## src/hw/l2CachePkg.sv

```systemverilog
/*
  Shared types for the L2 tag and state controller.
  Addresses are 32 bits with 64-byte lines. Only MESI state is kept, no line data.
*/
package l2CachePkg;

  parameter int addrWidth  = 32;
  parameter int maxWayBits = 3;   // Enough for 8 ways

  // ****************************************
  // Encodings
  // ****************************************
  typedef enum logic [2:0] {
    opDataRead,
    opDataWrite,
    opInstrRead,
    opSnoopRead,
    opSnoopWrite,
    opSnoopInvalidate,
    opSnoopRfo,
    opClear
  } cacheOpT;

  typedef enum logic [1:0] {stateI, stateS, stateE, stateM} mesiT;

  typedef enum logic [1:0] {busNone, busRead, busRfo, busInvalidate} busOpT;

  // Same coding for snoop results seen and snoop replies given
  typedef enum logic [1:0] {snoopMiss, snoopHit, snoopHitM} snoopResultT;

  // ****************************************
  // Request and response
  // ****************************************
  typedef struct packed {
    cacheOpT                op;
    logic [addrWidth-1:0]   addr;
    snoopResultT            snoopIn;   // Only looked at on processor misses
  } cacheReqT;

  typedef struct packed {
    cacheOpT                op;
    logic                   hit;
    logic [maxWayBits-1:0]  way;
    mesiT                   newState;
    busOpT                  busOp;
    snoopResultT            snoopOut;
    logic                   evictDirty;  // Victim held M before the fill
  } cacheRspT;

endpackage

```

## src/hw/requestQueue.sv

```systemverilog
/*
  Request FIFO under credit flow control. The requester owns queueDepth credits,
  so a push into a full queue is a protocol error and is never refused here.
*/
`timescale 1ns/10ps

module requestQueue import l2CachePkg::*; #(
  parameter int queueDepth = 4
) (
  input  logic     clk,
  input  logic     arstN,
  input  logic     reqValid,
  input  cacheReqT req,
  output cacheReqT head,
  output logic     headValid,
  output logic     creditReturn
);

  localparam int ptrBits = (queueDepth > 1) ? $clog2(queueDepth) : 1;
  localparam int cntBits = $clog2(queueDepth + 1);

  cacheReqT           mem [queueDepth];
  logic [ptrBits-1:0] wrPtr;
  logic [ptrBits-1:0] rdPtr;
  logic [cntBits-1:0] count;
  logic               pop;

  function automatic logic [ptrBits-1:0] nextPtr(logic [ptrBits-1:0] p);
    return (p == ptrBits'(queueDepth - 1)) ? '0 : p + 1'b1;
  endfunction

  assign headValid = (count != '0);
  assign head      = mem[rdPtr];
  assign pop       = headValid;   // Stages never stall

  always_ff @(posedge clk) begin
    if (reqValid) mem[wrPtr] <= req;
  end

  always_ff @(posedge clk or negedge arstN) begin
    if (!arstN) begin
      wrPtr        <= '0;
      rdPtr        <= '0;
      count        <= '0;
      creditReturn <= 1'b0;
    end else begin
      if (reqValid) wrPtr <= nextPtr(wrPtr);
      if (pop) rdPtr <= nextPtr(rdPtr);
      count        <= count + cntBits'(reqValid) - cntBits'(pop);
      creditReturn <= pop;          // One credit back per entry popped
    end
  end

  // Requester spent a credit it did not have
  overflowChk: assert property (@(posedge clk) disable iff (!arstN)
    reqValid |-> count < cntBits'(queueDepth))
    else $error("request pushed into a full queue");

endmodule

```

## src/hw/tagLookup.sv

```systemverilog
/*
  Tag and state arrays plus the lookup stage. A write or clear landing at the
  same edge as a lookup capture is forwarded, so the lookup sees the new values.
*/
`timescale 1ns/10ps

module tagLookup import l2CachePkg::*; #(
  parameter int ways    = 4,
  parameter int setBits = 4
) (
  input  logic                       clk,
  input  logic                       arstN,
  input  cacheReqT                   head,
  input  logic                       headValid,
  input  logic                       wrValid,
  input  logic [setBits-1:0]         wrSet,
  input  logic [$clog2(ways)-1:0]    wrWay,
  input  logic [addrWidth-setBits-7:0] wrTag,
  input  mesiT                       wrState,
  input  logic                       clearAll,
  output logic                       lookValid,
  output cacheReqT                   lookReq,
  output logic [ways-1:0]            hitWays,
  output mesiT [ways-1:0]            wayStates
);

  localparam int offsetBits = 6;
  localparam int tagBits    = addrWidth - setBits - offsetBits;
  localparam int wayBits    = $clog2(ways);
  localparam int sets       = 2 ** setBits;

  logic [ways-1:0][tagBits-1:0] tagMem [sets];
  mesiT [ways-1:0]              stateMem [sets];

  logic [setBits-1:0]           headSet;
  logic [tagBits-1:0]           headTag;
  logic [ways-1:0][tagBits-1:0] curTag;
  mesiT [ways-1:0]              curState;
  logic [ways-1:0]              curHit;

  assign headSet = head.addr[offsetBits +: setBits];
  assign headTag = head.addr[addrWidth-1 -: tagBits];

  // ****************************************
  // Arrays
  // ****************************************
  always_ff @(posedge clk) begin
    if (wrValid) tagMem[wrSet][wrWay] <= wrTag;
  end

  always_ff @(posedge clk or negedge arstN) begin
    if (!arstN) begin
      for (int s = 0; s < sets; s++) stateMem[s] <= {ways{stateI}};
    end else if (clearAll) begin
      for (int s = 0; s < sets; s++) stateMem[s] <= {ways{stateI}};
    end else if (wrValid) begin
      stateMem[wrSet][wrWay] <= wrState;
    end
  end

  // ****************************************
  // Compare with forwarding
  // ****************************************
  always_comb begin
    for (int w = 0; w < ways; w++) begin
      curTag[w]   = tagMem[headSet][w];
      curState[w] = stateMem[headSet][w];
      if (wrValid && wrSet == headSet && wrWay == wayBits'(w)) begin
        curTag[w]   = wrTag;
        curState[w] = wrState;
      end
      if (clearAll) curState[w] = stateI;
      curHit[w] = (curState[w] != stateI) && (curTag[w] == headTag);  // I never hits
    end
  end

  always_ff @(posedge clk or negedge arstN) begin
    if (!arstN) lookValid <= 1'b0;
    else        lookValid <= headValid;
  end

  always_ff @(posedge clk) begin
    lookReq   <= head;
    hitWays   <= curHit;
    wayStates <= curState;
  end

  // A tag may live in only one valid way of a set
  oneHitChk: assert property (@(posedge clk) disable iff (!arstN)
    lookValid |-> $onehot0(hitWays))
    else $error("tag found in more than one way");

endmodule

```

## src/hw/lruTracker.sv

```systemverilog
/*
  Age-based LRU. Ages per set always form a permutation of 0..ways-1,
  age 0 being the most recent. Victim is the first invalid way, else the oldest.
*/
`timescale 1ns/10ps

module lruTracker import l2CachePkg::*; #(
  parameter int ways    = 4,
  parameter int setBits = 4
) (
  input  logic                    clk,
  input  logic                    arstN,
  input  cacheReqT                head,
  input  logic                    headValid,
  input  logic                    touchValid,
  input  logic [setBits-1:0]      touchSet,
  input  logic [$clog2(ways)-1:0] touchWay,
  input  logic                    clearAll,
  input  mesiT [ways-1:0]         wayStates,
  output logic [$clog2(ways)-1:0] victimWay
);

  localparam int wayBits = $clog2(ways);
  localparam int sets    = 2 ** setBits;

  typedef logic [ways-1:0][wayBits-1:0] ageVecT;

  ageVecT             ageMem [sets];
  ageVecT             fwdAges;
  logic [setBits-1:0] headSet;
  logic [wayBits-1:0] oldestNext;
  logic [wayBits-1:0] oldestWay;

  function automatic ageVecT resetAges();
    ageVecT a;
    for (int w = 0; w < ways; w++) a[w] = wayBits'(w);
    return a;
  endfunction

  // Touched way becomes 0, every younger way ages by one
  function automatic ageVecT touchAges(ageVecT cur, logic [wayBits-1:0] way);
    ageVecT nxt;
    nxt = cur;
    for (int w = 0; w < ways; w++) begin
      if (cur[w] < cur[way]) nxt[w] = cur[w] + 1'b1;
    end
    nxt[way] = '0;
    return nxt;
  endfunction

  function automatic logic isPerm(ageVecT a);
    logic [ways-1:0] seen;
    seen = '0;
    for (int w = 0; w < ways; w++) seen[a[w]] = 1'b1;
    return &seen;
  endfunction

  assign headSet = head.addr[6 +: setBits];

  always_ff @(posedge clk or negedge arstN) begin
    if (!arstN) begin
      for (int s = 0; s < sets; s++) ageMem[s] <= resetAges();
    end else if (clearAll) begin
      for (int s = 0; s < sets; s++) ageMem[s] <= resetAges();
    end else if (touchValid) begin
      ageMem[touchSet] <= touchAges(ageMem[touchSet], touchWay);
    end
  end

  // ****************************************
  // Victim choice
  // ****************************************
  always_comb begin
    if (clearAll)                                fwdAges = resetAges();
    else if (touchValid && touchSet == headSet)  fwdAges = touchAges(ageMem[headSet], touchWay);
    else                                         fwdAges = ageMem[headSet];
    oldestNext = '0;
    for (int w = 1; w < ways; w++) begin
      if (fwdAges[w] > fwdAges[oldestNext]) oldestNext = wayBits'(w);
    end
  end

  always_ff @(posedge clk) begin
    if (headValid) oldestWay <= oldestNext;  // Aligned with the lookup stage
  end

  // Lowest invalid way wins over the oldest one
  always_comb begin
    victimWay = oldestWay;
    for (int w = ways - 1; w >= 0; w--) begin
      if (wayStates[w] == stateI) victimWay = wayBits'(w);
    end
  end

  permChk: assert property (@(posedge clk) disable iff (!arstN)
    touchValid |=> isPerm(ageMem[$past(touchSet)]))
    else $error("set ages are no longer a permutation");

endmodule

```

## src/hw/mesiController.sv

```systemverilog
/*
  Resolve stage. Decodes the lookup result into the MESI next state, bus op
  and snoop reply. Array write, LRU touch and clear all land at the resolve edge.
*/
`timescale 1ns/10ps

module mesiController import l2CachePkg::*; #(
  parameter int ways    = 4,
  parameter int setBits = 4
) (
  input  logic                         clk,
  input  logic                         arstN,
  input  logic                         lookValid,
  input  cacheReqT                     lookReq,
  input  logic [ways-1:0]              hitWays,
  input  mesiT [ways-1:0]              wayStates,
  input  logic [$clog2(ways)-1:0]      victimWay,
  output logic                         wrValid,
  output logic [setBits-1:0]           wrSet,
  output logic [$clog2(ways)-1:0]      wrWay,
  output logic [addrWidth-setBits-7:0] wrTag,
  output mesiT                         wrState,
  output logic                         touchValid,
  output logic [setBits-1:0]           touchSet,
  output logic [$clog2(ways)-1:0]      touchWay,
  output logic                         clearAll,
  output logic                         rspValid,
  output cacheRspT                     rsp
);

  localparam int wayBits = $clog2(ways);
  localparam int tagBits = addrWidth - setBits - 6;

  logic               hit;
  logic [wayBits-1:0] hitIdx;
  logic [wayBits-1:0] useWay;
  mesiT               hitState;
  logic               isProc;
  logic               doWrite;
  cacheRspT           nextRsp;

  always_comb begin
    hitIdx = '0;
    for (int w = 0; w < ways; w++) begin
      if (hitWays[w]) hitIdx = wayBits'(w);
    end
  end

  assign hit      = |hitWays;
  assign hitState = wayStates[hitIdx];
  assign isProc   = (lookReq.op == opDataRead) || (lookReq.op == opDataWrite) ||
                    (lookReq.op == opInstrRead);

  // ****************************************
  // MESI rules
  // ****************************************
  always_comb begin
    nextRsp     = '0;
    nextRsp.op  = lookReq.op;
    nextRsp.hit = hit;
    useWay      = hitIdx;
    doWrite     = 1'b0;
    unique case (lookReq.op)
      opDataRead, opInstrRead: begin
        if (hit) begin
          nextRsp.newState = hitState;            // Read hit leaves state alone
        end else begin
          useWay             = victimWay;
          doWrite            = 1'b1;
          nextRsp.busOp      = busRead;
          nextRsp.newState   = (lookReq.snoopIn == snoopMiss) ? stateE : stateS;
          nextRsp.evictDirty = (wayStates[victimWay] == stateM);
        end
      end
      opDataWrite: begin
        doWrite          = 1'b1;
        nextRsp.newState = stateM;
        if (hit) begin
          nextRsp.busOp = (hitState == stateS) ? busInvalidate : busNone;
        end else begin
          useWay             = victimWay;
          nextRsp.busOp      = busRfo;
          nextRsp.evictDirty = (wayStates[victimWay] == stateM);
        end
      end
      opSnoopRead, opSnoopWrite, opSnoopInvalidate, opSnoopRfo: begin
        nextRsp.newState = stateI;                // Miss reply leaves arrays untouched
        if (hit) begin
          doWrite          = 1'b1;
          nextRsp.snoopOut = (hitState == stateM) ? snoopHitM : snoopHit;
          nextRsp.newState = (lookReq.op == opSnoopRead) ? stateS : stateI;
        end
      end
      opClear: nextRsp.newState = stateI;
    endcase
    nextRsp.way = maxWayBits'(useWay);
  end

  assign wrValid    = lookValid && doWrite;
  assign wrSet      = lookReq.addr[6 +: setBits];
  assign wrWay      = useWay;
  assign wrTag      = lookReq.addr[addrWidth-1 -: tagBits];
  assign wrState    = nextRsp.newState;
  assign touchValid = lookValid && isProc;   // Snoops never age the set
  assign touchSet   = wrSet;
  assign touchWay   = useWay;
  assign clearAll   = lookValid && (lookReq.op == opClear);

  always_ff @(posedge clk or negedge arstN) begin
    if (!arstN) rspValid <= 1'b0;
    else        rspValid <= lookValid;
  end

  always_ff @(posedge clk) begin
    if (lookValid) rsp <= nextRsp;
  end

  // A fill must leave a valid line and report it
  fillChk: assert property (@(posedge clk) disable iff (!arstN)
    (lookValid && isProc && !hit) |-> wrValid && wrState != stateI
      ##1 rspValid && rsp.newState != stateI)
    else $error("fill wrote an invalid state");

endmodule

```

## src/hw/l2CacheTop.sv

```systemverilog
/*
  L2 tag/state controller top. Requests are credit based with queueDepth credits.
  Responses come out in order with no back-pressure. ways must be 2, 4 or 8.
*/
`timescale 1ns/10ps

module l2CacheTop import l2CachePkg::*; #(
  parameter int ways       = 4,
  parameter int setBits    = 4,
  parameter int queueDepth = 4
) (
  input  logic     clk,
  input  logic     arstN,
  input  logic     reqValid,
  input  cacheReqT req,
  output logic     creditReturn,
  output logic     rspValid,
  output cacheRspT rsp
);

  localparam int wayBits = $clog2(ways);
  localparam int tagBits = addrWidth - setBits - 6;

  // ****************************************
  // Stage wiring
  // ****************************************
  cacheReqT           head;
  logic               headValid;
  logic               lookValid;
  cacheReqT           lookReq;
  logic [ways-1:0]    hitWays;
  mesiT [ways-1:0]    wayStates;
  logic [wayBits-1:0] victimWay;

  // Resolve stage write-back and LRU touch
  logic               wrValid;
  logic [setBits-1:0] wrSet;
  logic [wayBits-1:0] wrWay;
  logic [tagBits-1:0] wrTag;
  mesiT               wrState;
  logic               touchValid;
  logic [setBits-1:0] touchSet;
  logic [wayBits-1:0] touchWay;
  logic               clearAll;

  requestQueue #(.queueDepth(queueDepth)) requestQueue_i (
    .clk, .arstN, .reqValid, .req, .head, .headValid, .creditReturn
  );

  tagLookup #(.ways(ways), .setBits(setBits)) tagLookup_i (
    .clk, .arstN, .head, .headValid,
    .wrValid, .wrSet, .wrWay, .wrTag, .wrState, .clearAll,
    .lookValid, .lookReq, .hitWays, .wayStates
  );

  lruTracker #(.ways(ways), .setBits(setBits)) lruTracker_i (
    .clk, .arstN, .head, .headValid,
    .touchValid, .touchSet, .touchWay, .clearAll, .wayStates, .victimWay
  );

  mesiController #(.ways(ways), .setBits(setBits)) mesiController_i (
    .clk, .arstN, .lookValid, .lookReq, .hitWays, .wayStates, .victimWay,
    .wrValid, .wrSet, .wrWay, .wrTag, .wrState,
    .touchValid, .touchSet, .touchWay, .clearAll,
    .rspValid, .rsp
  );

endmodule

```

## config.mk

```make
export PLATFORM = sky130hd
export DESIGN_NAME = l2CacheTop
export DESIGN_NICKNAME = d
export VERILOG_FILES = /design/src/hw/l2CachePkg.sv /design/src/hw/requestQueue.sv /design/src/hw/tagLookup.sv /design/src/hw/lruTracker.sv /design/src/hw/mesiController.sv /design/src/hw/l2CacheTop.sv
export SDC_FILE = /design/constraint.sdc
export NUM_CORES = 2
export LEC_CHECK = 0
export ABC_AREA = 1
export BUFFER_PORTS_ARGS = -buffer_cell sky130_fd_sc_hd__buf_2
export CORE_UTILIZATION = 55
export DETAILED_ROUTE_END_ITERATION = 8
export PLACE_DENSITY = 0.81
export SYNTH_ARGS = -nofsm -noshare
export SYNTH_HDL_FRONTEND = slang
export SYNTH_SLANG_ARGS = --single-unit
```

## constraint.sdc

```tcl
create_clock -name clk -period 4.8 [get_ports clk]
set_input_delay 0.48 -clock clk [delete_from_list [all_inputs] [get_ports clk]]
set_output_delay 0.48 -clock clk [all_outputs]
set_load 0.01 [all_outputs]
```

=== Word level (Yosys, flattened, before mapping) ===
Memory sizes are Yosys's and may differ from the RTL's.
Cells that the tools add are included.

* Latch bits: 0
* Memories: 2
* Output and inout bits: 16
* Memory bits (writable): 1556
* Memory bits (read-only): 0
* Flip-flop bits (word level): 329

{| class="wikitable"
|+ Memories
! memory !! words !! bits a word !! rd ports !! clocked after Yosys merged registers in !! wr ports !! line !! text
|-
| tagLookup_i.tagMem || 16 || 88 || 1 || 0 || 1 || tagLookup.sv:32 || <nowiki>logic [ways-1:0][tagBits-1:0] tagMem [sets];</nowiki>
|-
| requestQueue_i.mem || 4 || 37 || 1 || 0 || 1 || requestQueue.sv:22 || <nowiki>cacheReqT mem [queueDepth];</nowiki>
|}

* Multiplexer cells: 103
* $add $sub $neg: 12
* Div/mod/pow operators: 0
* Bitwise gates (word level): 6
* Shifts and indexed selects: 0
* $mul: 0
* Equality and inequality tests: 20
* Magnitude comparators: 20
* Reductions and logical operators: 37

{| class="wikitable"
|+ Operator list
! cell !! count
|-
| $mux 128 || 4
|-
| $bwmux 128 || 2
|-
| $mux 2 || 56
|-
| $mux 22 || 5
|-
| $bmux 8 s4 || 3
|-
| $eq 22x22->1 || 4
|-
| $mux 88 || 1
|-
| $mux 8 || 10
|-
| $demux 8 s4 || 2
|-
| $demux 22 s2 || 1
|-
| $bmux 2 s2 || 6
|-
| $add 2x1->2 const B || 10
|-
| $and 8x8->8 || 2
|-
| $lt 2x2->1 || 8
|-
| $logic_and 1x1->1 || 15
|-
| $eq 2x2->1 const B || 6
|-
| $eq 3x3->1 const B || 4
|-
| $logic_not 2->1 || 6
|-
| $lt 2x3->1 const B || 4
|-
| $reduce_bool 2->1 || 6
|-
| $ge 5x5->1 const B || 2
|-
| $not 4->5 || 2
|-
| $mux 1 || 9
|-
| $not 8->8 || 1
|-
| other kinds (23) || 29
|}

=== Depth between registers and ports, before layout ===
* Word-level depth: 25
* Depth in mapped cells: 40
* Depth with buffers taken out: 38

=== Modules after synthesis ===
Synthesis repeated with hierarchy kept, for this count alone.

* Cell total of the unflattened synthesis: 7908
* Area, all modules: 81809.7 um^2

{| class="wikitable"
|+ By module, submodules not included
! module !! sequential area each (um^2) !! area each (um^2) !! cells an instance !! instances
|-
| tagLookup || 46489.6 || 65648.0 || 6020 || 1
|-
| lruTracker || 3343.2 || 8448.1 || 1131 || 1
|-
| requestQueue || 4644.5 || 6696.4 || 634 || 1
|-
| mesiController || 415.4 || 1017.2 || 123 || 1
|}

=== Worst setup path after synthesis ===
OpenSTA, ideal clock, no wires.

* Path type: flip-flop to flip-flop
* From: register requestQueue_i.rdPtr[0]
* To: register lruTracker_i.oldestWay[0], data pin
* Buffers on the path: 2
* Period minus slack after synthesis: 4.630 ns
* Cell stages (with the launch flop): 31
* Library setup time: 0.269 ns
* Slack: 0.170 ns
* Required time: 4.531 ns
* Arrival: 4.361 ns
* Path through: dfrtp_1 -> buf_4 -> inv_4 -> nand2_2 -> nand3_4 -> clkbuf_1 -> nand3_1 -> nand3_1 -> nand3_1 -> nand3_1 -> nand2_1 -> nand2_1 -> nand2_1 -> nor2_4 -> nand2_1 -> o21ai_0 -> nand2_1 -> ha_1 -> a22oi_1 -> nand3_1 -> and2_1 -> ha_1 -> a22oi_1 -> inv_1 -> nand3_1 -> nand3_1 -> ha_1 -> inv_1 -> nor2_1 -> o21ai_0 -> o21ai_0

* Word-level cells in the longest chain between the ends: 23

{| class="wikitable"
|+ RTL lines
! item !! line !! text
|-
| start: declaration || requestQueue.sv:24 || <nowiki>logic [ptrBits-1:0] rdPtr;</nowiki>
|-
| start signal: assignment || requestQueue.sv:48 || <nowiki>if (pop) rdPtr <= nextPtr(rdPtr);</nowiki>
|-
| $mem_v2 4x37 (*) || - ||
|-
| $not 4->5 (not written as such) || lruTracker.sv:75, lruTracker.sv:76 ||
|-
| $bmux 8 s4 || lruTracker.sv:75, lruTracker.sv:76 ||
|-
| $mux 8 (not written as such) (2 in a row) || lruTracker.sv:75, lruTracker.sv:76 ||
|-
| $bmux 2 s2 || lruTracker.sv:45 || <nowiki>if (cur[w] < cur[way]) nxt[w] = cur[w] + 1'b1;</nowiki>
|-
| $mux 2 (not written as such) || lruTracker.sv:45 ||
|-
| $lt 2x2->1 || lruTracker.sv:45 ||
|-
| $mux 2 || lruTracker.sv:45 ||
|-
| [... 6 more ...] || - ||
|-
| $mux 1 || lruTracker.sv:79 || <nowiki>if (fwdAges[w] > fwdAges[oldestNext]) oldestNext = wayBits'(w);</nowiki>
|-
| $bmux 2 s2 || lruTracker.sv:79 ||
|-
| $mux 2 (not written as such) || lruTracker.sv:79 ||
|-
| $gt 2x2->1 || lruTracker.sv:79 ||
|-
| $mux 2 || lruTracker.sv:79 ||
|-
| $bmux 2 s2 || lruTracker.sv:79 ||
|-
| $mux 2 (not written as such) || lruTracker.sv:79 ||
|-
| $gt 2x2->1 || lruTracker.sv:79 ||
|-
| end signal: assignment || lruTracker.sv:84 || <nowiki>if (headValid) oldestWay <= oldestNext;</nowiki>
|-
| end: declaration || lruTracker.sv:32 || <nowiki>logic [wayBits-1:0] oldestWay;</nowiki>
|}

Mark *: on every way between the ends. The rest lies on a longest branch, timed or not. The select of a mux whose other input is x is not followed.
A chain may end at the register's enable or synchronous reset.

=== Worst setup path after layout ===
Ends and elaborated chain as after synthesis.

==> out/qor.log <==
INFO  final_layout   area_taken_by_flip_flops_and_latches=54100squm
INFO  timing         finalSetupTns=0ps
INFO  run_status     outcome=finished, violations left
INFO  synth          synth.top_cells.by_count=2134 x sky130_fd_sc_hd__nand2_1, 1559 x sky130_fd_sc_hd__nand3_1, 1547 x sky130_fd_sc_hd__edfxtp_1, 302 x sky130_fd_sc_hd__nor2_1, 276 x sky130_fd_sc_hd__buf_2
INFO  synth          synth_area_leader_cell=sky130_fd_sc_hd__edfxtp_1
INFO  timing         clock.fmax=209MHz
INFO  grt            grt-ovfl-total=0
INFO  timing         post-route-min-period=4790ps
INFO  floorplan      die-height=381microns
INFO  grt            grt_use_total=31.4%
INFO  place          gp_weighted_congestion=0.916
INFO  critical_path  crit_path_end=lruTracker_i.oldestWay[0]$_SDFFCE_PN1N_
INFO  clocking       cts.path.max_buffers=3
INFO  critical_path  timing.critical_path.slowest_cell_delay=480ps
INFO  timing         final_hold_fails=0
INFO  critical_path  r2r_cells=35
INFO  min_path       hold_class=in -> async
INFO  floorplan      die-area=145000squm
INFO  critical_path  capturing_element_type_of_the_critical_path=flop
INFO  synth          synth.lib_cells_used.distinct=54
INFO  critical_path  critical_path.n_buffers_inverters=8
INFO  floorplan      starting_density_of_the_core=55.5%
INFO  floorplan      pin_count=56
INFO  drt            routed_wire_length_per_instance=24.7microns
INFO  drt            drc=0
INFO  clocking       tritoncts=yes
INFO  synth          postSynthNetCount=7352
INFO  synth          synthesis.area=78800squm
INFO  clocking       cts_inserted_buffers=178
INFO  timing         unrepaired_setup_endpoints_after_global_routing=true
INFO  grt            grt_first_pass_wirelength=344mm
INFO  critical_path  timing.rr.start=requestQueue_i.rdPtr[0]$_DFFE_PN0N_
INFO  timing         finalSetupViolations=0
INFO  run_status     failing_checks=slew limit
INFO  timing         final_ws_setup=14.5ps
INFO  critical_path  worstPathRequired=5330ps
INFO  drt            final_wirelength=233mm
INFO  clocking       h-tree-depth=4
INFO  synth          synth_top_flop_cell=sky130_fd_sc_hd__edfxtp_1
INFO  clocking       clk_pin_slew_worst_paths=60ps
INFO  grt            grt_start_max_net_pins=184
INFO  place          place.detailed.hpwl=129mm
INFO  critical_path  critPathArrivalTime=5320ps
INFO  critical_path  crit_fanout=8
INFO  critical_path  setup.worst_path.class=reg -> reg
INFO  floorplan      die_w=381microns
INFO  critical_path  worst_setup_path_start_kind=flop
INFO  clocking       numClockSinks=1855
INFO  critical_path  internal_reg_to_reg_setup_slack=10ps
INFO  drt            num_vias=59700
INFO  critical_path  crit-reg2reg-capture=lruTracker_i.oldestWay[0]$_SDFFCE_PN1N_
INFO  timing         finalClockSkew=53.2ps
INFO  final_layout   final_core_util=62.6%
INFO  synth          synth-seq-area-share=68.6%
INFO  drt            vias_per_cell=6.31
INFO  critical_path  worst_path_dominant_cell_family=simple AND/OR/NAND/NOR gates
INFO  grt            first_global_vias=57200
INFO  synth          syn-mean-instance-area=10.8squm
INFO  floorplan      coreArea=142000squm
INFO  final_layout   multi_input_area=22200squm
INFO  final_layout   area_delta_synth_final=12.8%
INFO  flow_run       maxCapViolations=0
INFO  drt            detail-route-antenna-nets=0
INFO  final_layout   final_nets=7474
INFO  final_layout   drive_gt1_share=11.6%
INFO  synth          synth_top_cell_area_share=59.0%
INFO  grt            antenna_found_initial=7
INFO  timing         finalCritPeriodShare=99.7%
INFO  floorplan      placement_rows=138
INFO  drt            drtIter0Drc=9657
INFO  clocking       clk-insertion-delay-late=840ps
INFO  timing         finalHoldWorstSlack=391ps
INFO  timing         worst_slew_pin_slew=1570ps
INFO  synth          synth-edff-count=1547
INFO  critical_path  critical-path-slowest-cell=sky130_fd_sc_hd__dfrtp_2
INFO  place          io_buf_count=48
INFO  synth          ffs_w_async_s_r_synth=14.3%
INFO  drt            detailedRoute.firstPassIterationCount=9
INFO  synth          netlist_top_cells_area=sky130_fd_sc_hd__edfxtp_1 59%, sky130_fd_sc_hd__nand2_1 10%, sky130_fd_sc_hd__nand3_1 9.9%
INFO  critical_path  cp-startpoint=requestQueue_i.rdPtr[0]$_DFFE_PN0N_
INFO  synth          synth.ff_latch_count=1855
INFO  critical_path  cp.depth=35
INFO  clocking       cts-root-buf=sky130_fd_sc_hd__clkbuf_16
INFO  final_layout   fillers=10300
INFO  place          pre_cts_ws=-670ps
INFO  timing         maxSlewHeadroom=-4.81%
INFO  timing         timing_max_transition_violations_final=7
INFO  synth          syn-instance-count=7293
INFO  synth          synth.most_common_cell=sky130_fd_sc_hd__nand2_1
INFO  synth          yosysWarnings=0
[placed cells by master, fill, tap and decap left out, types with 25 or more instances in the layout]
cell and n:
sky130_fd_sc_hd__a21oi_1 112, sky130_fd_sc_hd__buf_2 47, sky130_fd_sc_hd__buf_4 241, sky130_fd_sc_hd__clkbuf_1 40, sky130_fd_sc_hd__clkbuf_16 190, sky130_fd_sc_hd__clkinv_1 30, sky130_fd_sc_hd__clkinv_2 28, sky130_fd_sc_hd__dfrtp_1 200
sky130_fd_sc_hd__dfstp_2 64, sky130_fd_sc_hd__dlygate4sd3_1 33, sky130_fd_sc_hd__edfxtp_1 1547, sky130_fd_sc_hd__inv_1 226, sky130_fd_sc_hd__nand2_1 2116, sky130_fd_sc_hd__nand3_1 1533, sky130_fd_sc_hd__nand3_2 29, sky130_fd_sc_hd__nor2_1 233
sky130_fd_sc_hd__nor2_2 70, sky130_fd_sc_hd__o211ai_1 25, sky130_fd_sc_hd__o21ai_0 249, sky130_fd_sc_hd__o21ai_1 65, sky130_fd_sc_hd__o22ai_1 118, sky130_fd_sc_hd__xor2_1 29
[kinds of logic (layout without fill, tap and decap cells)]
| logic type | count (synthesis) | after routing | share of synthesized area (%) |
|---|---|---|---|
| AND/OR/NAND/NOR | 4056 | 4059 | 22.1 |
| flip-flops | 1855 | 1855 | 68.6 |
| AO/OA/AOI/OAI | 648 | 648 | 4.72 |
| buffers and inverters | 682 | 954 | 3.98 |
| other | 1 | 3 | 0.00476 |
| adder cells (fa/ha/maj) | 19 | 19 | 0.311 |
| XOR/XNOR | 32 | 32 | 0.356 |
[area by class of cell]
type | count | share of cell area [%]
antenna | 2 | 0.00563
clock buffer | 234 | 5.46
clock inverter | 99 | 1.32
inverter | 247 | 1.07
multi-input combinational | 4759 | 25.0
sequential | 1855 | 60.8
tap | 1890 | 2.66
timing repair buffer | 373 | 3.71
timing repair inverter | 1 | 0.00985
[per-stage QoR]
step,instances,instance area (sq um)
floorplan,7293,78800
detailed placement,9065,81700
global route,9458,88900
CTS,9438,88200
finish,9460,88900
global placement,9065,81700
[how the worst min path moves through the flow]
stage / start / end / cells after the start
after global routing: req[34] / requestQueue_i.mem[3][34]$_DFFE_PP_ / 2
final: arstN / lruTracker_i.ageMem[75]$_DFFE_PN0P_ / 2
after floorplan: arstN / lruTracker_i.ageMem[0]$_DFFE_PN0P_ / 0
after detailed placement: tagLookup_i.stateMem[11]$_DFFE_PN0P_ / tagLookup_i.stateMem[11]$_DFFE_PN0P_ / 2
after CTS: req[14] / requestQueue_i.mem[1][14]$_DFFE_PP_ / 2
after global placement: tagLookup_i.stateMem[99]$_DFFE_PN0P_ / tagLookup_i.stateMem[99]$_DFFE_PN0P_ / 2
[repair_timing]
item,4_1_cts,5_1_grt
endpoints found under the setup margin,6,6
cloned,3,13
hold buffers,33,0
endpoints found under the hold margin,223,0
buffers inserted,6,7
pin swaps,4,28
resized for setup,33,83
[flip-flops by register name, indices dropped and copies added, names as in the netlist, 2 cells and up]
signal,cells
requestQueue_i.wrPtr,2
tagLookup_i.wayStates,8
requestQueue_i.count,3
tagLookup_i.stateMem,128
tagLookup_i.lookReq,31
lruTracker_i.ageMem,128
tagLookup_i.tagMem,1408
lruTracker_i.oldestWay,2
mesiController_i.rsp,13
requestQueue_i.mem,124
tagLookup_i.hitWays,4
requestQueue_i.rdPtr,2
[per-layer routing]
metal | part of all wire (%) | vias to the layer above | track usage (%)
met4 | 5.3 | 4 | 15.5
met2 | 45 | 4548 | 48.5
li1 | - | 25800 | -
met3 | 14 | 845 | 8.29
met1 | 35 | 28400 | 41.3
met5 | 0.012 | - | 0
Power is left out: the tool's default activity adds up to more than one toggle a clock period on the data nets, which glitch-free logic cannot reach.
